### config.mk
export PLATFORM = sky130hd
export DESIGN_NAME = soc_periph_top
export DESIGN_NICKNAME = d
export VERILOG_FILES = /design/src/hw/periph_cfg_pkg.sv /design/src/hw/periph_evt_pkg.sv /design/src/hw/apb_if.sv /design/src/hw/apb_periph_decoder.sv /design/src/hw/soc_ctrl_regs.sv /design/src/hw/gpio_regs.sv /design/src/hw/timer_unit.sv /design/src/hw/soc_periph_top.sv
export SDC_FILE = /design/constraint.sdc
export NUM_CORES = 1
export LEC_CHECK = 0
export ABC_AREA = 1
export BUFFER_PORTS_ARGS = -buffer_cell sky130_fd_sc_hd__buf_4
export CORE_UTILIZATION = 36
export DETAILED_ROUTE_END_ITERATION = 10
export GPL_TIMING_DRIVEN = 1
export PLACE_DENSITY_LB_ADDON = 0.15
export SETUP_SLACK_MARGIN = 0.4
export SYNTH_ARGS = -nofsm -noshare
export SYNTH_HDL_FRONTEND = slang
export SYNTH_SLANG_ARGS = --single-unit
### constraint.sdc
create_clock -name clk_i -period 3.2 [get_ports clk_i]
set_input_delay 0.16 -clock clk_i [delete_from_list [all_inputs] [get_ports clk_i]]
set_output_delay 0.16 -clock clk_i [all_outputs]
set_load 0.01 [all_outputs]
### src/hw/periph_cfg_pkg.sv
// address map, register offsets and reset values shared by the APB peripheral blocks
package periph_cfg_pkg;

  ////////////////////////////////////////////////////////////
  // bus geometry
  ////////////////////////////////////////////////////////////
  localparam int unsigned DATA_W      = 32;
  localparam int unsigned ADDR_W      = 32;
  localparam int unsigned OFS_W       = 12;  // byte offset inside one slave window
  localparam int unsigned SLV_SEL_LSB = 12;
  localparam int unsigned SLV_SEL_MSB = 15;

  // slave slots, index taken from paddr[15:12]
  localparam int unsigned SLV_GPIO     = 0;
  localparam int unsigned SLV_SOC_CTRL = 1;
  localparam int unsigned SLV_TIMER    = 2;
  localparam int unsigned N_SLV        = 3;

  localparam int unsigned N_GPIO = 32;

  localparam logic [DATA_W-1:0] BOOTADDR_RST = 32'h1C00_8080;  // boot rom entry
  localparam logic [DATA_W-1:0] INFO_WORD    = 32'h0001_0004;

  ////////////////////////////////////////////////////////////
  // register offsets
  ////////////////////////////////////////////////////////////
  localparam logic [OFS_W-1:0] SOC_INFO_OFS     = 12'h000;
  localparam logic [OFS_W-1:0] SOC_BOOTADDR_OFS = 12'h004;
  localparam logic [OFS_W-1:0] SOC_FETCHEN_OFS  = 12'h008;
  localparam logic [OFS_W-1:0] SOC_SOFTRST_OFS  = 12'h00C;

  localparam logic [OFS_W-1:0] GPIO_DIR_OFS     = 12'h000;
  localparam logic [OFS_W-1:0] GPIO_IN_OFS      = 12'h004;
  localparam logic [OFS_W-1:0] GPIO_OUT_OFS     = 12'h008;
  localparam logic [OFS_W-1:0] GPIO_INTEN_OFS   = 12'h00C;
  localparam logic [OFS_W-1:0] GPIO_INTSTAT_OFS = 12'h010;

  localparam logic [OFS_W-1:0] TMR_CFG_OFS   = 12'h000;
  localparam logic [OFS_W-1:0] TMR_COUNT_OFS = 12'h004;
  localparam logic [OFS_W-1:0] TMR_CMP_OFS   = 12'h008;

  // timer cfg fields
  localparam int unsigned TMR_CFG_EN_BIT  = 0;
  localparam int unsigned TMR_CFG_REF_BIT = 1;
  localparam int unsigned TMR_CFG_CLR_BIT = 2;  // self clearing

endpackage

### src/hw/periph_evt_pkg.sv
// bit positions of the fabric-controller event vector built by the peripheral top level
package periph_evt_pkg;

  localparam int unsigned N_FC_EVT = 32;

  // 0..6 left for sw events, tied low here
  localparam int unsigned EVT_TIMER_LO = 7;   // machine timer slot
  localparam int unsigned EVT_GPIO     = 11;

  // timer irq is mirrored on a second line
  localparam int unsigned EVT_TIMER_IRQ = 16;

  // slow reference clock edges
  localparam int unsigned EVT_REF_RISE = 18;
  localparam int unsigned EVT_REF_FALL = 19;

endpackage

### src/hw/apb_if.sv
// APB bundle between the peripheral decoder and one register slave, master and slave views
`timescale 1ns/1ps

interface apb_if;

  logic [periph_cfg_pkg::ADDR_W-1:0] paddr;
  logic [periph_cfg_pkg::DATA_W-1:0] pwdata;
  logic                              pwrite;
  logic                              psel;
  logic                              penable;
  logic [periph_cfg_pkg::DATA_W-1:0] prdata;
  logic                              pready;
  logic                              pslverr;

  // decoder side
  modport master (
    output paddr, pwdata, pwrite, psel, penable,
    input  prdata, pready, pslverr
  );

  // register block side
  modport slave (
    input  paddr, pwdata, pwrite, psel, penable,
    output prdata, pready, pslverr
  );

endinterface

### src/hw/apb_periph_decoder.sv
// splits the single APB port over the peripheral slaves and returns the addressed response
`timescale 1ns/1ps

module apb_periph_decoder (
  input  logic                              clk_i,
  input  logic                              rst_n_i,
  input  logic [periph_cfg_pkg::ADDR_W-1:0] paddr_i,
  input  logic [periph_cfg_pkg::DATA_W-1:0] pwdata_i,
  input  logic                              pwrite_i,
  input  logic                              psel_i,
  input  logic                              penable_i,
  output logic [periph_cfg_pkg::DATA_W-1:0] prdata_o,
  output logic                              pready_o,
  output logic                              pslverr_o,
  apb_if.master                             gpio_bus,
  apb_if.master                             soc_ctrl_bus,
  apb_if.master                             timer_bus
);

  logic [periph_cfg_pkg::SLV_SEL_MSB-periph_cfg_pkg::SLV_SEL_LSB:0] slv_idx;
  logic                                                          slv_hit;

  assign slv_idx = paddr_i[periph_cfg_pkg::SLV_SEL_MSB:periph_cfg_pkg::SLV_SEL_LSB];
  assign slv_hit = slv_idx < periph_cfg_pkg::N_SLV;  // slots 3..15 unmapped

  // request goes to every slave, only psel is steered
  assign gpio_bus.paddr      = paddr_i;
  assign gpio_bus.pwdata     = pwdata_i;
  assign gpio_bus.pwrite     = pwrite_i;
  assign gpio_bus.penable    = penable_i;
  assign gpio_bus.psel       = psel_i && (slv_idx == periph_cfg_pkg::SLV_GPIO);

  assign soc_ctrl_bus.paddr   = paddr_i;
  assign soc_ctrl_bus.pwdata  = pwdata_i;
  assign soc_ctrl_bus.pwrite  = pwrite_i;
  assign soc_ctrl_bus.penable = penable_i;
  assign soc_ctrl_bus.psel    = psel_i && (slv_idx == periph_cfg_pkg::SLV_SOC_CTRL);

  assign timer_bus.paddr     = paddr_i;
  assign timer_bus.pwdata    = pwdata_i;
  assign timer_bus.pwrite    = pwrite_i;
  assign timer_bus.penable   = penable_i;
  assign timer_bus.psel      = psel_i && (slv_idx == periph_cfg_pkg::SLV_TIMER);

  // response mux
  always_comb begin
    prdata_o  = '0;
    pready_o  = 1'b1;                  // unmapped slot finishes in the access cycle
    pslverr_o = psel_i && !slv_hit;    // error only on a dead slot
    case (slv_idx)
      periph_cfg_pkg::SLV_GPIO: begin
        prdata_o  = gpio_bus.prdata;
        pready_o  = gpio_bus.pready;
        pslverr_o = gpio_bus.pslverr;
      end
      periph_cfg_pkg::SLV_SOC_CTRL: begin
        prdata_o  = soc_ctrl_bus.prdata;
        pready_o  = soc_ctrl_bus.pready;
        pslverr_o = soc_ctrl_bus.pslverr;
      end
      periph_cfg_pkg::SLV_TIMER: begin
        prdata_o  = timer_bus.prdata;
        pready_o  = timer_bus.pready;
        pslverr_o = timer_bus.pslverr;
      end
      default: ;
    endcase
  end

  // address and direction held from setup into access
  assert property (@(posedge clk_i) disable iff (!rst_n_i)
    (psel_i && penable_i) |-> ($stable(paddr_i) && $stable(pwrite_i)));

  // access phase must follow a setup phase
  assert property (@(posedge clk_i) disable iff (!rst_n_i)
    (psel_i && penable_i) |-> $past(psel_i && !penable_i));

endmodule

### src/hw/soc_ctrl_regs.sv
// SoC control registers: boot address, fetch enable with external override, info, soft reset
`timescale 1ns/1ps

module soc_ctrl_regs (
  input  logic                              clk_i,
  input  logic                              rst_n_i,
  apb_if.slave                              bus,
  input  logic                              fc_fetch_en_valid_i,
  input  logic                              fc_fetch_en_i,
  output logic [periph_cfg_pkg::DATA_W-1:0] fc_bootaddr_o,
  output logic                              fc_fetchen_o,
  output logic                              periph_rst_n_o
);

  logic [periph_cfg_pkg::OFS_W-1:0]  ofs;
  logic                              wr_en;
  logic [periph_cfg_pkg::DATA_W-1:0] bootaddr_q;
  logic                              fetchen_q;
  logic                              soft_rst_q;  // one-cycle request

  assign ofs   = bus.paddr[periph_cfg_pkg::OFS_W-1:0];
  assign wr_en = bus.psel && bus.penable && bus.pwrite;  // commit at end of access

  always_ff @(posedge clk_i) begin
    if (!rst_n_i) begin
      bootaddr_q <= periph_cfg_pkg::BOOTADDR_RST;
      fetchen_q  <= 1'b0;
      soft_rst_q <= 1'b0;
    end else begin
      soft_rst_q <= wr_en && (ofs == periph_cfg_pkg::SOC_SOFTRST_OFS) && bus.pwdata[0];
      if (wr_en && (ofs == periph_cfg_pkg::SOC_BOOTADDR_OFS)) begin
        bootaddr_q <= bus.pwdata;
      end
      // pad override beats a bus write in the same cycle
      if (fc_fetch_en_valid_i) begin
        fetchen_q <= fc_fetch_en_i;
      end else if (wr_en && (ofs == periph_cfg_pkg::SOC_FETCHEN_OFS)) begin
        fetchen_q <= bus.pwdata[0];
      end
    end
  end

  // read side, combinational in the access phase
  always_comb begin
    case (ofs)
      periph_cfg_pkg::SOC_INFO_OFS:     bus.prdata = periph_cfg_pkg::INFO_WORD;
      periph_cfg_pkg::SOC_BOOTADDR_OFS: bus.prdata = bootaddr_q;
      periph_cfg_pkg::SOC_FETCHEN_OFS:  bus.prdata = {{(periph_cfg_pkg::DATA_W-1){1'b0}},
                                                      fetchen_q};
      default:                          bus.prdata = '0;  // softrst reads 0 too
    endcase
  end

  assign bus.pready  = 1'b1;
  assign bus.pslverr = 1'b0;

  assign fc_bootaddr_o = bootaddr_q;
  assign fc_fetchen_o  = fetchen_q;

  // peripheral reset, held with the system reset, pulsed by softrst
  assign periph_rst_n_o = rst_n_i && !soft_rst_q;

  // soft reset pulse never stretches past one cycle
  assert property (@(posedge clk_i) disable iff (!rst_n_i)
    !periph_rst_n_o |=> periph_rst_n_o);

endmodule

### src/hw/gpio_regs.sv
// GPIO block: pin direction and output registers, input synchroniser, rising-edge interrupt
`timescale 1ns/1ps

module gpio_regs (
  input  logic                              clk_i,
  input  logic                              rst_n_i,
  apb_if.slave                              bus,
  input  logic [periph_cfg_pkg::N_GPIO-1:0] gpio_in_i,
  output logic [periph_cfg_pkg::N_GPIO-1:0] gpio_out_o,
  output logic [periph_cfg_pkg::N_GPIO-1:0] gpio_oe_o,
  output logic                              irq_o
);

  logic [periph_cfg_pkg::OFS_W-1:0]  ofs;
  logic                              wr_en;
  logic                              stat_rd;   // read of INTSTAT in access
  logic [periph_cfg_pkg::N_GPIO-1:0] dir_q;
  logic [periph_cfg_pkg::N_GPIO-1:0] out_q;
  logic [periph_cfg_pkg::N_GPIO-1:0] inten_q;
  logic [periph_cfg_pkg::N_GPIO-1:0] intstat_q;
  logic [periph_cfg_pkg::N_GPIO-1:0] sync1_q;
  logic [periph_cfg_pkg::N_GPIO-1:0] sync2_q;   // IN register view
  logic [periph_cfg_pkg::N_GPIO-1:0] prev_q;    // last synced value
  logic [periph_cfg_pkg::N_GPIO-1:0] rise;

  assign ofs     = bus.paddr[periph_cfg_pkg::OFS_W-1:0];
  assign wr_en   = bus.psel && bus.penable && bus.pwrite;
  assign stat_rd = bus.psel && bus.penable && !bus.pwrite &&
                   (ofs == periph_cfg_pkg::GPIO_INTSTAT_OFS);

  // two-flop synchroniser plus edge history
  always_ff @(posedge clk_i) begin
    sync1_q <= gpio_in_i;
    sync2_q <= sync1_q;
    prev_q  <= sync2_q;
  end

  assign rise = sync2_q & ~prev_q & inten_q;  // only enabled pins

  always_ff @(posedge clk_i) begin
    if (!rst_n_i) begin
      dir_q     <= '0;
      out_q     <= '0;
      inten_q   <= '0;
      intstat_q <= '0;
    end else begin
      if (wr_en && (ofs == periph_cfg_pkg::GPIO_DIR_OFS))   dir_q   <= bus.pwdata;
      if (wr_en && (ofs == periph_cfg_pkg::GPIO_OUT_OFS))   out_q   <= bus.pwdata;
      if (wr_en && (ofs == periph_cfg_pkg::GPIO_INTEN_OFS)) inten_q <= bus.pwdata;
      // clear what was returned, keep edges landing now
      intstat_q <= (stat_rd ? '0 : intstat_q) | rise;
    end
  end

  always_comb begin
    case (ofs)
      periph_cfg_pkg::GPIO_DIR_OFS:     bus.prdata = dir_q;
      periph_cfg_pkg::GPIO_IN_OFS:      bus.prdata = sync2_q;
      periph_cfg_pkg::GPIO_OUT_OFS:     bus.prdata = out_q;
      periph_cfg_pkg::GPIO_INTEN_OFS:   bus.prdata = inten_q;
      periph_cfg_pkg::GPIO_INTSTAT_OFS: bus.prdata = intstat_q;
      default:                          bus.prdata = '0;
    endcase
  end

  assign bus.pready  = 1'b1;
  assign bus.pslverr = 1'b0;

  assign gpio_out_o = out_q;
  assign gpio_oe_o  = dir_q;
  assign irq_o      = |intstat_q;

  // irq only comes up after a detected edge on an enabled pin
  assert property (@(posedge clk_i) disable iff (!rst_n_i)
    $rose(irq_o) |-> $past(|rise));

endmodule

### src/hw/timer_unit.sv
// timer unit: 32-bit counter on system clock or ref edges, compare irq, ref edge pulses
`timescale 1ns/1ps

module timer_unit (
  input  logic clk_i,
  input  logic rst_n_i,
  apb_if.slave bus,
  input  logic slow_clk_i,
  input  logic stoptimer_i,
  output logic irq_o,
  output logic ref_rise_o,
  output logic ref_fall_o
);

  logic [periph_cfg_pkg::OFS_W-1:0]  ofs;
  logic                              wr_en;
  logic                              cfg_wr;
  logic [2:0]                        ref_sync_q;  // 2 sync stages + history
  logic                              ref_rise_q;
  logic                              ref_fall_q;
  logic                              cfg_en_q;
  logic                              cfg_ref_q;
  logic [periph_cfg_pkg::DATA_W-1:0] count_q;
  logic [periph_cfg_pkg::DATA_W-1:0] cmp_q;
  logic                              tick;
  logic                              cmp_hit;
  logic                              irq_q;

  assign ofs    = bus.paddr[periph_cfg_pkg::OFS_W-1:0];
  assign wr_en  = bus.psel && bus.penable && bus.pwrite;
  assign cfg_wr = wr_en && (ofs == periph_cfg_pkg::TMR_CFG_OFS);

  ////////////////////////////////////////////////////////////
  // reference clock edge detect
  ////////////////////////////////////////////////////////////
  always_ff @(posedge clk_i) begin
    if (!rst_n_i) begin
      ref_sync_q <= '0;
      ref_rise_q <= 1'b0;
      ref_fall_q <= 1'b0;
    end else begin
      ref_sync_q <= {ref_sync_q[1:0], slow_clk_i};
      ref_rise_q <= ref_sync_q[1] && !ref_sync_q[2];
      ref_fall_q <= !ref_sync_q[1] && ref_sync_q[2];
    end
  end

  ////////////////////////////////////////////////////////////
  // counter and compare
  ////////////////////////////////////////////////////////////
  assign tick    = cfg_en_q && !stoptimer_i && (cfg_ref_q ? ref_rise_q : 1'b1);
  assign cmp_hit = (count_q == cmp_q);

  always_ff @(posedge clk_i) begin
    if (!rst_n_i) begin
      cfg_en_q  <= 1'b0;
      cfg_ref_q <= 1'b0;
      count_q   <= '0;
      cmp_q     <= '0;
      irq_q     <= 1'b0;
    end else begin
      irq_q <= tick && cmp_hit;  // one pulse per wrap
      if (cfg_wr) begin
        cfg_en_q  <= bus.pwdata[periph_cfg_pkg::TMR_CFG_EN_BIT];
        cfg_ref_q <= bus.pwdata[periph_cfg_pkg::TMR_CFG_REF_BIT];
      end
      if (wr_en && (ofs == periph_cfg_pkg::TMR_CMP_OFS)) cmp_q <= bus.pwdata;
      if (cfg_wr && bus.pwdata[periph_cfg_pkg::TMR_CFG_CLR_BIT]) begin
        count_q <= '0;                               // clear wins over a tick
      end else if (tick) begin
        count_q <= cmp_hit ? '0 : count_q + 1'b1;    // wrap at compare
      end
    end
  end

  always_comb begin
    bus.prdata = '0;
    case (ofs)
      periph_cfg_pkg::TMR_CFG_OFS: begin
        bus.prdata[periph_cfg_pkg::TMR_CFG_EN_BIT]  = cfg_en_q;
        bus.prdata[periph_cfg_pkg::TMR_CFG_REF_BIT] = cfg_ref_q;  // clr bit stays 0
      end
      periph_cfg_pkg::TMR_COUNT_OFS: bus.prdata = count_q;
      periph_cfg_pkg::TMR_CMP_OFS:   bus.prdata = cmp_q;
      default: ;
    endcase
  end

  assign bus.pready  = 1'b1;
  assign bus.pslverr = 1'b0;

  assign irq_o      = irq_q;
  assign ref_rise_o = ref_rise_q;
  assign ref_fall_o = ref_fall_q;

  // an edge pulse is a single cycle and is never followed directly by the other edge
  assert property (@(posedge clk_i) disable iff (!rst_n_i)
    (ref_rise_o || ref_fall_o) |=> !(ref_rise_o || ref_fall_o));

endmodule

### src/hw/soc_periph_top.sv
// peripheral subsystem top: APB decode, control, GPIO and timer blocks, event vector assembly
`timescale 1ns/1ps

module soc_periph_top (
  input  logic                                clk_i,
  input  logic                                rst_n_i,
  input  logic                                slow_clk_i,
  input  logic                                stoptimer_i,
  input  logic                                fc_fetch_en_valid_i,
  input  logic                                fc_fetch_en_i,
  input  logic [periph_cfg_pkg::ADDR_W-1:0]   apb_paddr_i,
  input  logic [periph_cfg_pkg::DATA_W-1:0]   apb_pwdata_i,
  input  logic                                apb_pwrite_i,
  input  logic                                apb_psel_i,
  input  logic                                apb_penable_i,
  output logic [periph_cfg_pkg::DATA_W-1:0]   apb_prdata_o,
  output logic                                apb_pready_o,
  output logic                                apb_pslverr_o,
  input  logic [periph_cfg_pkg::N_GPIO-1:0]   gpio_in_i,
  output logic [periph_cfg_pkg::N_GPIO-1:0]   gpio_out_o,
  output logic [periph_cfg_pkg::N_GPIO-1:0]   gpio_oe_o,
  output logic [periph_cfg_pkg::DATA_W-1:0]   fc_bootaddr_o,
  output logic                                fc_fetchen_o,
  output logic [periph_evt_pkg::N_FC_EVT-1:0] fc_events_o
);

  apb_if gpio_bus ();
  apb_if soc_ctrl_bus ();
  apb_if timer_bus ();

  logic periph_rst_n;  // system reset or softrst pulse
  logic gpio_irq;
  logic timer_irq;
  logic ref_rise;
  logic ref_fall;

  apb_periph_decoder apb_periph_decoder_i (
    .clk_i        (clk_i),
    .rst_n_i      (rst_n_i),
    .paddr_i      (apb_paddr_i),
    .pwdata_i     (apb_pwdata_i),
    .pwrite_i     (apb_pwrite_i),
    .psel_i       (apb_psel_i),
    .penable_i    (apb_penable_i),
    .prdata_o     (apb_prdata_o),
    .pready_o     (apb_pready_o),
    .pslverr_o    (apb_pslverr_o),
    .gpio_bus     (gpio_bus),
    .soc_ctrl_bus (soc_ctrl_bus),
    .timer_bus    (timer_bus)
  );

  // control block stays on the system reset
  soc_ctrl_regs soc_ctrl_regs_i (
    .clk_i               (clk_i),
    .rst_n_i             (rst_n_i),
    .bus                 (soc_ctrl_bus),
    .fc_fetch_en_valid_i (fc_fetch_en_valid_i),
    .fc_fetch_en_i       (fc_fetch_en_i),
    .fc_bootaddr_o       (fc_bootaddr_o),
    .fc_fetchen_o        (fc_fetchen_o),
    .periph_rst_n_o      (periph_rst_n)
  );

  gpio_regs gpio_regs_i (
    .clk_i      (clk_i),
    .rst_n_i    (periph_rst_n),
    .bus        (gpio_bus),
    .gpio_in_i  (gpio_in_i),
    .gpio_out_o (gpio_out_o),
    .gpio_oe_o  (gpio_oe_o),
    .irq_o      (gpio_irq)
  );

  timer_unit timer_unit_i (
    .clk_i       (clk_i),
    .rst_n_i     (periph_rst_n),
    .bus         (timer_bus),
    .slow_clk_i  (slow_clk_i),
    .stoptimer_i (stoptimer_i),
    .irq_o       (timer_irq),
    .ref_rise_o  (ref_rise),
    .ref_fall_o  (ref_fall)
  );

  ////////////////////////////////////////////////////////////
  // fc event vector
  ////////////////////////////////////////////////////////////
  always_comb begin
    fc_events_o = '0;  // unused slots tied low
    fc_events_o[periph_evt_pkg::EVT_TIMER_LO]  = timer_irq;
    fc_events_o[periph_evt_pkg::EVT_GPIO]      = gpio_irq;
    fc_events_o[periph_evt_pkg::EVT_TIMER_IRQ] = timer_irq;
    fc_events_o[periph_evt_pkg::EVT_REF_RISE]  = ref_rise;
    fc_events_o[periph_evt_pkg::EVT_REF_FALL]  = ref_fall;
  end

endmodule

# Word level (Yosys, flattened, before mapping)
# Cells that the tools add are included.
dict set report op_classes {
  n_lt_le_gt_ge 1
  n_reduce_logical 40
  muxes 11
  add_sub_neg 1
  eq_ne 7
  bitwise_logic 5
}
# cell n
set ops {}
lappend ops {{one-hot mux 32 bit (3 select lines)} 2}
lappend ops {{one-hot mux 32 bit (5 select lines)} 1}
lappend ops {{AND 32 bit} 2}
lappend ops {{2-to-1 mux 32 bit} 2}
lappend ops {{one-hot mux 30 bit (2 select lines)} 1}
lappend ops {{adder 32 x 1 -> 32 bit, second input constant} 1}
lappend ops {{equality test 32 bit} 1}
lappend ops {{inverter 32 bit} 1}
lappend ops {{bitwise OR 32 bit} 1}
lappend ops {{OR reduction 32 bit} 1}
lappend ops {{logical AND 1 bit} 28}
lappend ops {{equality test 12 x 4 -> 1 bit, second input constant} 2}
lappend ops {{equality test 12 x 3 -> 1 bit, second input constant} 1}
lappend ops {{equality test 12 x 5 -> 1 bit, second input constant} 1}
lappend ops {{zero test 12 bit} 1}
lappend ops {{zero test 1 bit} 6}
lappend ops {{one-hot mux 2 bit (3 select lines)} 1}
lappend ops {{equality test 4 x 1 -> 1 bit, second input constant} 1}
lappend ops {{equality test 4 x 2 -> 1 bit, second input constant} 1}
lappend ops {{zero test 4 bit} 1}
lappend ops {{< comparator 4 x 2 -> 1 bit, second input constant} 1}
lappend ops {{2-to-1 mux 1 bit} 4}
lappend ops {{OR reduction 3 bit} 1}
lappend ops {{nonzero test 2 bit} 1}
lappend ops {{other kinds (2)} 2}
dict set report word_totals {
  in_bits 105
  word_cells 83
  output_inout_bits 163
  regBits 330
}

# Logic depth before layout (Yosys ltp)
# Gate-level depths: netlist (run 1).
dict set report depth {
  ltp_word 7
  depth_mapped 12
  ltp_nobuf 10
}

# Modules after synthesis
# From an unflattened synthesis (run 1), not the netlist that was laid out.
dict set report unflattened {
  cells_unflattened 2514
  hier_area_um2 17282.8
}
# module cells_each area_each_um2 seq_area_each_um2 n_inst
set by_module_without_submodules {}
lappend by_module_without_submodules {gpio_regs 1259 8826.0 4484.3 1}
lappend by_module_without_submodules {timer_unit 577 4101.4 1441.4 1}
lappend by_module_without_submodules {apb_periph_decoder 370 2391.0 0.0 1}
lappend by_module_without_submodules {soc_ctrl_regs 275 1720.4 680.7 1}
lappend by_module_without_submodules {soc_periph_top 33 244.0 0.0 1}

# Worst setup path after synthesis (run 1)
# No wires, ideal clock.
dict set report synth_path {
  path_kind {input port to output port}
  start {input port apb_paddr_i[1] in the netlist's numbering}
  end {output port apb_prdata_o[10] in the netlist's numbering}
  stages 8
  n_path_buf 1
  path_slack_ns 1.598
  required_time_ns 3.040
  arrival_ns 1.442
  path_cell_list {nor2_1 -> inv_2 -> nor3_4 -> nand2_2 -> nor2_4 -> buf_1 -> a22oi_1 -> nand2_1}
}
dict set report synth_via {
  elab_chain_len 3
  word_cells_on_any_way 9
  cone_classes {eq/ne: 4; mux: 4; reduce/logical: 1}
}
# item line
set synth_rtl {}
lappend synth_rtl {{start: declaration} soc_periph_top.sv:11} ;# input logic [periph_cfg_pkg::ADDR_W-1:0] apb_paddr_i,
lappend synth_rtl {{equality test 12 x 5 -> 1 bit (tied with other cells)} gpio_regs.sv:56} ;# case (ofs)
lappend synth_rtl {{one-hot mux 32 bit (5 select lines) (tied with other cells)} gpio_regs.sv:56}
lappend synth_rtl {{one-hot mux 32 bit (3 select lines) (*)} apb_periph_decoder.sv:50} ;# case (slv_idx)
lappend synth_rtl {{end: declaration} soc_periph_top.sv:16} ;# output logic [periph_cfg_pkg::DATA_W-1:0] apb_prdata_o,
# Mark *: on every way between the ends. The rest lies on a longest branch, timed or not.

# Worst setup path in the final report (run 1)
dict set report layout_path {
  start {input port apb_paddr_i[1] in the netlist's numbering}
  end {output port apb_prdata_o[14] in the netlist's numbering}
}
# The elaborated chain is that of the path after synthesis.

==> metrics.yaml, run 1 <==
power_and_ir_drop:
  ir_drop_mv: 0.339
  p_leak_nw: 7.33
  power_mw: 8.96
  p_per_area_nw_per_um2: 495
cts:
  post-cts-setup-buffers: 0
  clkTransAtPathRegs_ps: 60
  cts_tree: "done"
  cts.sinks: 330
  clockBufferDepth: 3
  cts_made_buffers: 38
  h-tree-depth: 2
  cts_root_buf: "clkbuf_16"
  clock_latency_ps: 560
setup_path:
  r2r_slack_ps: 1030
  cp-end-kind: "primary output"
  crit_path_max_incr_delay_ps: 320
  startpoint_type: "primary input"
  arrival_ps: 2210
  crit_required_ps: 3040
  worstSetupPathType: "in -> out"
  cp_slowest_cell: "o21ai_0"
  path_buf_inv: 4
  critPathTopFamily: "simple AND/OR/NAND/NOR gates"
  crit_chain: "buf_4, nor2_1, inv_2, nor3_4, nand2_1, a21oi_2, buf_12, o21ai_0, nand2_1, buf_4"
  cp_max_fo: 32
yosys:
  synth.area.top_cells: "dfxtp_1 47%, nand3_1 9.7%, nand2_1 7.2%"
  synthAdderAreaFrac_pct: 0.0881
  seq_area_frac_synth_pct: 46.5
  avgSynthCellArea_um2: 7.60
  synth-seq-cells: 330
  synth-compound-area-share_pct: 15.4
  ys_top_cells_by_count: "330 x dfxtp_1, 275 x nand3_1, 274 x nand2_1"
  syn_area_um2: 14200
  muxShareOfSynthArea_pct: 0
  synthCells: 1869
  synth-edff-count: 0
  ys_async_sr_fraction_pct: 0
  synth_top_family_by_area: "simple AND/OR/NAND/NOR gates"
  yosys_warnings: 0
  synth.most_common_cell: "dfxtp_1"
  synth_simple_gate_area_share_pct: 25.8
  synth-main-ff-cell: "dfxtp_1"
  ys_types: 37
  synth_area_leader_cell: "dfxtp_1"
  synthXorXnorAreaFrac_pct: 2.53
  synth_top_area_share_pct: 46.5
final_layout:
  final_net_count: 2209
  final_core_util_pct: 46.7
  final_cell_area_um2: 18100
  areaGrowthSynthToFinish_pct: 27.4
  layout-drive-gt1-share_pct: 15.9
  n_fill_cell: 3877
  fin_cells: 2650
drt:
  drt_iter0_drc: 1083
  vias_per_cell: 5.00
  remaining_drc_errors: 0
  firstDrtPassIters: 5
  vias: 13300
  wl_per_cell_um: 18.7
  ant_nets: 0
  routed_wl_um: 49600
die:
  core_um2: 38700
  die_w_um: 201
  rows: 72
  die-area_um2: 40300
  dieHeight_um: 201
  initial_utilization_pct: 36.7
  io_pins: 268
job:
  cap_violations: 0
timing:
  rsz0062_at_grt: "no"
  fin_skew_ps: 20.3
  setup_tns_ps: 0
  setup_ws_ps: 826
  fin_crit_ps: 2370
  setup_viol: 0
  worst_pin_slew_ps: 824
  slew_headroom_pct: 44.5
  holdWs_ps: 9.25
  finalHoldViolCount: 0
  slew_viol_final: 0
  period_share_pct: 74.2
  fmax_ghz: 0.421
outcome:
  status: "finished, final reports clean"
worst_hold_path:
  hold_class: "in -> reg"
placement:
  dp_cells: 2514
  dp_hpwl_um: 34400
  place_area_um2: 16200
  post-place-ws_ps: 691
  portBuffers: 223
  place_congestion: 0.878
global_routing:
  grt_max_degree: 99
  antenna_found_initial: 1
  grt_usage_pct: 24.5
  grt_pass1_vias: 12700
  grt_overflow_total: 0
  grt_pass1_wl_um: 76300
-- cell families (layout without fill, tap and decap cells) --
| kind of cell | count (synthesis) | count (layout) |
|---|---|---|
| AO/OA/AOI/OAI | 368 | 368 |
| XOR/XNOR | 41 | 41 |
| adder cells (fa/ha/maj) | 1 | 1 |
| buffers and inverters | 316 | 552 |
| flip-flops | 330 | 330 |
| other | 2 | 29 |
| AND/OR/NAND/NOR | 811 | 811 |
-- path summary, 6_finish.rpt --
kind                           startpoint  depth (start not counted)                                 to
setup / recovery           apb_paddr_i[1]                         10                   apb_prdata_o[14]
hold / removal                    rst_n_i                          2  soc_ctrl_regs_i.fc_bootaddr_o[15]
setup reg to reg  timer_unit_i.count_q[0]                          8           timer_unit_i.count_q[16]
hold reg to reg   gpio_regs_i.sync1_q[12]                          0            gpio_regs_i.sync2_q[12]
-- cells in the final DEF, fill, tap and decap left out, types with 2 or more instances in the layout --
cell type / count
dlygate4sd3_1: 67
o21ai_1: 25
nor4_1: 9
a21oi_1: 128
a211oi_1: 40
conb_1: 28
buf_4: 250
nor3_2: 2
clkbuf_16: 38
nor2_2: 5
xnor2_1: 24
a22oi_1: 10
o21ai_0: 78
xor2_1: 17
nand3_1: 275
clkbuf_1: 9
nand3b_1: 32
o21bai_1: 35
nor2_1: 176
nand4_1: 13
clkinv_2: 7
clkbuf_8: 9
nand2_2: 4
inv_2: 5
inv_1: 158
nor3_1: 11
o21a_1: 30
dfxtp_1: 330
nor3b_1: 2
nor2_4: 2
buf_12: 4
nor3_4: 3
a21boi_0: 19
bufinv_16: 2
nand2_1: 273
-- registers in the layout, indices dropped and copies added (netlist names) --
signal	cells
gpio_regs_i.gpio_oe_o	32
gpio_regs_i.gpio_out_o	32
gpio_regs_i.inten_q	32
gpio_regs_i.intstat_q	32
gpio_regs_i.prev_q	32
gpio_regs_i.sync1_q	32
gpio_regs_i.sync2_q	32
soc_ctrl_regs_i.fc_bootaddr_o	32
soc_ctrl_regs_i.fc_fetchen_o	1
soc_ctrl_regs_i.soft_rst_q	1
timer_unit_i.cfg_en_q	1
timer_unit_i.cfg_ref_q	1
timer_unit_i.cmp_q	32
timer_unit_i.count_q	32
timer_unit_i.irq_o	1
timer_unit_i.ref_fall_o	1
timer_unit_i.ref_rise_o	1
timer_unit_i.ref_sync_q	3
-- final cells by class --
| cell class | instances | area, um^2 | area share, % |
|---|---|---|---|
| Clock buffer | 56 | 1110 | 6.13 |
| Timing Repair Buffer | 321 | 2630 | 14.5 |
| Antenna cell | 1 | 2.50 | 0.0138 |
| Inverter | 163 | 612 | 3.38 |
| Sequential cell | 330 | 6610 | 36.5 |
| Clock inverter | 12 | 140 | 0.774 |
| Multi-Input combinational cell | 1249 | 6350 | 35.1 |
| Tap cell | 518 | 648 | 3.58 |
-- per-layer routing --
layer | vias up | GRT usage, % | routed length, um | part of all wire [%]
li1 | 6606 | - | - | -
met4 | 0 | 9.16 | 1760 | 3.6
met2 | 394 | 38.3 | 22100 | 45
met5 | - | 0 | 0 | 0
met3 | 93 | 4.53 | 3080 | 6.2
met1 | 6157 | 33.4 | 22600 | 46
-- where the power goes --
part	total [mW]	switching [mW]	leakage (nW)	internal, mW
sequential	4.21	0.0322	2.69	4.18
combinational	0.373	0.210	4.01	0.163
clock	4.37	1.79	0.620	2.58
-- timing repair --
item                                   in CTS  in global routing
resized for setup                           0                  0
hold buffers                               67                  0
endpoints found under the hold margin     195                  0
No activity file was read; power rests on OpenSTA's default activity.
==> run 2, diff against run 1 <==
==> constraint.sdc (replaced) <==
create_clock -name clk_i -period 2.1 [get_ports clk_i]
set_input_delay 0.105 -clock clk_i [delete_from_list [all_inputs] [get_ports clk_i]]
set_output_delay 0.105 -clock clk_i [all_outputs]
set_load 0.01 [all_outputs]
==> run 2 against run 1 <==
Effect of this change:
- highest routed layer unchanged
- wire length increased by 10%
- register-to-register slack got worse by 570 ps
- global-route usage increased by 1.4 points
- clock-buffer cell count decreased by 1
- die area unchanged
- non-clock buffer count increased by 105
- sequential power increased by 52%
==> metrics.yaml, run 2 (synthesized netlist as in run 1, its figures left out) <==
setup_path:
  critPathTopFamily: "simple AND/OR/NAND/NOR gates"  # unchanged
  crit_chain: "nor4_4, nand4_1, or2_4, buf_6"  # was buf_4, nor2_1, inv_2, nor3_4, nand2_1, a21oi_2, buf_12, o21ai_0, nand2_1, buf_4
  cp_slowest_cell: "dfxtp_4"  # was o21ai_0
  arrival_ps: 1820  # was 2210 ps
  crit_path_max_incr_delay_ps: 350  # was 320 ps
  cp-end-kind: "primary output"  # unchanged
  cp_max_fo: 2  # was 32
  startpoint_type: "flop"  # was primary input
  crit_required_ps: 2000  # was 3040 ps
  path_buf_inv: 1  # was 4
  worstSetupPathType: "reg -> out"  # was in -> out
global_routing:
  grt_usage_pct: 25.8  # was 24.5%
  grt_pass1_vias: 13300  # was 12.7k
  grt_pass1_wl_um: 80200  # was 76300 um
  grt_overflow_total: 0  # unchanged
  met2_usage_pct: 42.2  # was 38.3%
  grt_use_met3_pct: 3.59  # was 4.53%
  grt_use_met1_pct: 34.7  # was 33.4%
  antenna_found_initial: 0  # was 1
  busiest_layer: "met2"  # unchanged
  grt_max_degree: 109  # was 99
cts:
  h-tree-depth: 2  # unchanged
  clockBufferDepth: 3  # unchanged
  clkTransAtPathRegs_ps: 60  # about the same
  cts_root_buf: "clkbuf_16"  # unchanged
  clock_latency_ps: 540  # was 560 ps
  cts_tree: "done"  # unchanged
  cts_made_buffers: 38  # unchanged
  cts.sinks: 330  # unchanged
drt:
  wl_per_cell_um: 19.9  # was 18.7 um
  drt_iter0_drc: 1080  # was 1083
  vias: 14200  # was 13.3k
  ant_nets: 0  # unchanged
  firstDrtPassIters: 5  # unchanged
  vias_per_cell: 5.17  # was 5.00
  routed_wl_um: 54700  # was 49600 um
  remaining_drc_errors: 0  # unchanged
power_and_ir_drop:
  p_seq_share_pct: 47.9  # was 47.0%
  p_clk_share_pct: 46.9  # was 48.8%
  p_comb_share_pct: 5.2  # was 4.2%
  p_sw_mw: 3.04  # was 2.04 mW
  swShare_pct: 22.7  # about the same
  power_mw: 13.4  # was 8.96 mW
  p_per_area_nw_per_um2: 650  # was 495 nW/um^2
  intPower_mw: 10.3  # was 6.92 mW
  p_leak_nw: 8.37  # was 7.33 nW
  ir_drop_mv: 0.477  # was 0.339 mV
die:
  dieHeight_um: 201  # unchanged
  io_pins: 268  # unchanged
  initial_utilization_pct: 36.7  # unchanged
  core_um2: 38700  # unchanged
  rows: 72  # unchanged
  die-area_um2: 40300  # unchanged
  die_w_um: 201  # unchanged
timing:
  slew_headroom_pct: 55.3  # was 44.5%
  rsz0062_at_grt: "yes"  # was no
  period_share_pct: 91.6
  fin_skew_ps: 21.3  # was 20.3 ps
  setup_viol: 0  # unchanged
  fmax_ghz: 0.520
  slew_viol_final: 0  # unchanged
  fin_crit_ps: 1920
  worst_pin_slew_ps: 670  # was 824 ps
  setup_tns_ps: 0  # unchanged
  finalHoldViolCount: 0  # unchanged
final_layout:
  final_net_count: 2314  # was 2209
  final_cell_area_um2: 20600  # was 18100 um^2
  areaGrowthSynthToFinish_pct: 44.8  # was 27.4%
  final_common_cell: "dfxtp_1"  # unchanged
  layout-drive-gt1-share_pct: 26.2  # was 15.9%
  num_antenna_cells: 0  # was 1
  final_cell_mix: "311 x dfxtp_1, 254 x nand3_1, 245 x buf_4"  # was 330 x dfxtp_1, 275 x nand3_1, 273 x nand2_1
outcome:
  status: "finished, final reports clean"  # unchanged
job:
  cap_violations: 0  # unchanged
placement:
  place_area_um2: 16600  # was 16200 um^2
  portBuffers: 223  # unchanged
  place_congestion: 0.945  # was 0.878
  dp_hpwl_um: 34800  # was 34400 um
worst_hold_path:
  hold_class: "in -> reg"  # unchanged
run 2: changes by cell type in the layout (fill, tap and decap cells not counted), sizes merged:
cell / previous run / this run
buf: 254 / 352
clkbuf: 56 / 61
clkinv: 8 / 5
bufbuf: 0 / 1
inv: 165 / 163
bufinv: 2 / 1
clkinvlp: 0 / 1
diode: 1 / 0
run 2: repair_timing:
action / in CTS / in global routing
endpoints found under the hold margin: 195 / 0
gates resized for setup: 219 / 150
hold buffers: 67 / 0
cloned: 18 / 6
endpoints found under the setup margin: 64 / 64
setup buffers: 40 / 12
pin swaps: 41 / 46
run 2: path summary, 6_finish.rpt:
kind / start / end / slack, ps / cells after the start
worst max-delay path: gpio_regs_i.intstat_q[31] / fc_events_o[11] / 180 / 4
worst min-delay path: apb_paddr_i[12] / timer_unit_i.cfg_ref_q / 60 / 6
worst max register to register: timer_unit_i.ref_rise_o / timer_unit_i.count_q[24] / 460 / 11
worst min register to register: gpio_regs_i.sync1_q[31] / gpio_regs_i.sync2_q[31] / 320 / 0
run 2: layout make-up:
type,instances,area (um^2)
Fill cell,3661,18200
Multi-Input combinational cell,1249,7080
Sequential cell,330,6640
Timing Repair Buffer,426,4420
Clock buffer,55,1060
Tap cell,518,648
Inverter,163,618
Clock inverter,7,90.1
run 2: metal layers:
layer / vias up / share of wire [%]
met5: - / 0
met4: 0 / 3.6
met3: 102 / 6.8
met2: 529 / 47
met1: 6768 / 43
li1: 6818 / -
run 2: stage by stage:
step | std cells | setup WS, ps | hold WS [ps] | util (%)
CTS | 2730 | 143 | 48.7 | 51.1
global placement | 2543 | 36.1 | 210 | 42.8
detailed placement | 2543 | -6.07 | 211 | 42.8
global route | 2748 | 127 | 75.1 | 53.1
floorplan | 1895 | 527 | 133 | -
finish | 2748 | 177 | 63.6 | 53.1
run 2: tightest hold or removal path, delay by kind of cell:
| family | cells | cell delay [ps] |
|---|---|---|
| compound gates | 1 | 50 |
| buf+inv | 1 | 100 |
| simple gates | 4 | 270 |
run 2: power groups by stage:
| stage | Clock, mW | Combinational (mW) | Sequential, mW |
|---|---|---|---|
| finish | 6.27 | 0.694 | 6.41 |
| floorplan | 0 | 0.218 | 6.53 |
| CTS | 6.39 | 0.652 | 6.41 |
| detailed placement | 0 | 0.488 | 6.55 |
| global route | 6.64 | 0.722 | 6.42 |
| global placement | 0 | 0.484 | 6.55 |
==> run 3, diff against run 2 <==
==> constraint.sdc (replaced) <==
create_clock -name clk_i -period 1.6 [get_ports clk_i]
set_input_delay 0.08 -clock clk_i [delete_from_list [all_inputs] [get_ports clk_i]]
set_output_delay 0.08 -clock clk_i [all_outputs]
set_load 0.01 [all_outputs]
==> run 3 against run 2 <==
Effect of this change:
- the flow now finishes with violations (negative setup slack)
- cell count increased by 6.0%
- via count up 11%
- clock power up 39%
- critical path depth is 1 higher
- worst setup slack lost 600 ps
- hold slack gained 35 ps
- register-to-register slack worse by 620 ps
- flip-flop and latch count unchanged
- global-route usage grew 2.5 points
- core utilization grew 11 points
- critical endpoint unchanged
==> metrics.yaml, run 3 (synthesized netlist as in run 1, its figures left out) <==
power_and_ir_drop:
  p_per_area_nw_per_um2: 745  # was 650 nW/um^2
  ir_drop_mv: 0.730  # was 0.477 mV
  p_sw_mw: 4.28  # was 3.04 mW
  p_leak_nw: 9.96  # was 8.37 nW
  intPower_mw: 14.1  # was 10.3 mW
  p_clk_share_pct: 47.2  # was 46.9%
  p_seq_share_pct: 45.7  # was 47.9%
  swShare_pct: 23.2  # was 22.7%
  p_comb_share_pct: 7.1  # was 5.2%
timing:
  slew_viol_final: 0  # unchanged
  setup_viol: 66  # was 0
  worst_pin_slew_ps: 619  # was 670 ps
  period_share_pct: 126
  fin_skew_ps: 12.6  # was 21.3 ps
  finalHoldViolCount: 0  # unchanged
  rsz0062_at_grt: "yes"  # unchanged
  fin_crit_ps: 2020
  setup_tns_ps: -8100  # was 0 ps
  fmax_ghz: 0.495
  slew_headroom_pct: 58.7  # was 55.3%
  holdWs_ps: 99.0  # was 63.6 ps
  setup_ws_ps: -421  # was 177 ps
die:
  io_pins: 268  # unchanged
  dieHeight_um: 201  # unchanged
  die-area_um2: 40300  # unchanged
  die_w_um: 201  # unchanged
  rows: 72  # unchanged
  core_um2: 38700  # unchanged
  initial_utilization_pct: 36.7  # unchanged
drt:
  wl_per_cell_um: 22.3  # was 19.9 um
  vias: 15700  # was 14.2k
  ant_nets: 0  # unchanged
  firstDrtPassIters: 5  # unchanged
  vias_per_cell: 5.40  # was 5.17
  drt_iter0_drc: 1356  # was 1080
  remaining_drc_errors: 0  # unchanged
  routed_wl_um: 65000  # was 54700 um
placement:
  post-place-ws_ps: -221  # was -6.07 ps
  place_congestion: 1.00  # was 0.945
  dp_cells: 2634  # was 2543
  place_area_um2: 17900  # was 16600 um^2
  portBuffers: 223  # unchanged
  dp_hpwl_um: 38000  # was 34800 um
cts:
  clkTransAtPathRegs_ps: 60  # about the same
  clockBufferDepth: 3  # unchanged
  clock_latency_ps: 570  # was 540 ps
  cts_root_buf: "clkbuf_16"  # unchanged
  cts.sinks: 330  # unchanged
  cts_made_buffers: 38  # unchanged
  cts_tree: "done"  # unchanged
  h-tree-depth: 2  # unchanged
final_layout:
  final_common_cell: "buf_4"  # was dfxtp_1
  num_antenna_cells: 0  # unchanged
  fin_cells: 2912  # was 2748
  final_cell_area_um2: 24700  # was 20600 um^2
  layout-drive-gt1-share_pct: 47.6  # was 26.2%
  final_cell_mix: "295 x buf_4, 235 x dfxtp_1, 220 x nand2_1"  # was 311 x dfxtp_1, 254 x nand3_1, 245 x buf_4
  final_net_count: 2478  # was 2314
  areaGrowthSynthToFinish_pct: 74.1  # was 44.8%
global_routing:
  grt_overflow_total: 0  # unchanged
  grt_pass1_vias: 14500  # was 13.3k
  grt_usage_pct: 28.4  # was 25.8%
  antenna_found_initial: 0  # unchanged
  grt_pass1_wl_um: 87700  # was 80200 um
  grt_max_degree: 83  # was 109
setup_path:
  crit_required_ps: 1520  # was 2000 ps
  crit_chain: "nor4_4, buf_4, nand4_1, or2_4, buf_6"  # was nor4_4, nand4_1, or2_4, buf_6
  startpoint_type: "flop"  # unchanged
  worstSetupPathType: "reg -> out"  # unchanged
  cp_max_fo: 2  # unchanged
  crit_path_max_incr_delay_ps: 330  # was 350 ps
  cp-end-kind: "primary output"  # unchanged
  crit_start: "gpio_regs_i.intstat_q[19]"  # was gpio_regs_i.intstat_q[31]
  cp_slowest_cell: "dfxtp_2"  # was dfxtp_4
  r2r_start: "timer_unit_i.count_q[2]"  # was timer_unit_i.ref_rise_o
  arrival_ps: 1940  # was 1820 ps
outcome:
  failed_checks: "negative setup slack"
  status: "finished, violations left"  # was finished, final reports clean
job:
  cap_violations: 0  # unchanged
worst_hold_path:
  hold_start: "apb_penable_i"  # was apb_paddr_i[12]
  hold_class: "in -> reg"  # unchanged
-- run 3: changes by cell type in the layout (fill, tap and decap cells not counted), moves of 41 or more --
cell / delta
buf_6: +45
dfxtp_1: -76
buf_4: +50
nor2_2: +43
o21ai_2: +46
nand3_2: +68
nor2_1: -55
o21ai_1: -41
nand3_1: -87
dfxtp_2: +73
-- run 3: timing repair --
item                                    in CTS  in global routing
endpoints found under the setup margin     140                293
resized for setup                          474                298
hold endpoints to repair                   196                  0
hold buffers                                67                  0
cloned                                      25                 33
pin swaps                                  172                123
buffers inserted                            75                 16
-- run 3: metrics by stage --
stage | total power, mW | utilization, %
4_1_cts | 18.2 | 58.5
3_5_place_dp | 9.30 | 46.2
2_1_floorplan | 8.91 | -
3_3_place_gp | 9.30 | 46.2
6_report | 18.4 | 63.8
5_1_grt | 18.9 | 63.8
-- run 3: per-layer routing --
layer	GRT usage [%]	vias to the layer above	wire (um)
li1	-	7193	-
met1	37.9	7568	26400
met2	47.2	779	30800
met3	3.77	179	5130
met4	9.16	0	2690
met5	0	-	0
-- run 3: final cells by class --
class,count,area [um^2]
fill,3145,14000
multi-input combinational,1249,8670
timing repair buffer,590,6810
sequential,330,6740
clock buffer,54,1110
tap,518,648
inverter,163,629
clock inverter,8,113
-- run 3: worst paths after layout --
check,slack (ps),depth (start not counted),to
max,-420,5,fc_events_o[11]
max reg2reg,-160,12,timer_unit_i.count_q[14]
min,100,5,soc_ctrl_regs_i.soft_rst_q
min reg2reg,320,0,gpio_regs_i.sync2_q[2]
-- run 3: power by group through the flow --
stage / Combinational, mW / Sequential, mW / Clock, mW
2_1_floorplan: 0.347 / 8.57 / 0
3_3_place_gp: 0.701 / 8.59 / 0
3_5_place_dp: 0.704 / 8.60 / 0
4_1_cts: 1.02 / 8.41 / 8.81
5_1_grt: 1.34 / 8.42 / 9.15
6_report: 1.31 / 8.41 / 8.69
-- run 3: worst max-delay path, delay by kind of cell, from the launching register on --
family	cells	cell delay (ps)
simple gates	3	760
flops	1	330
buf+inv	2	280
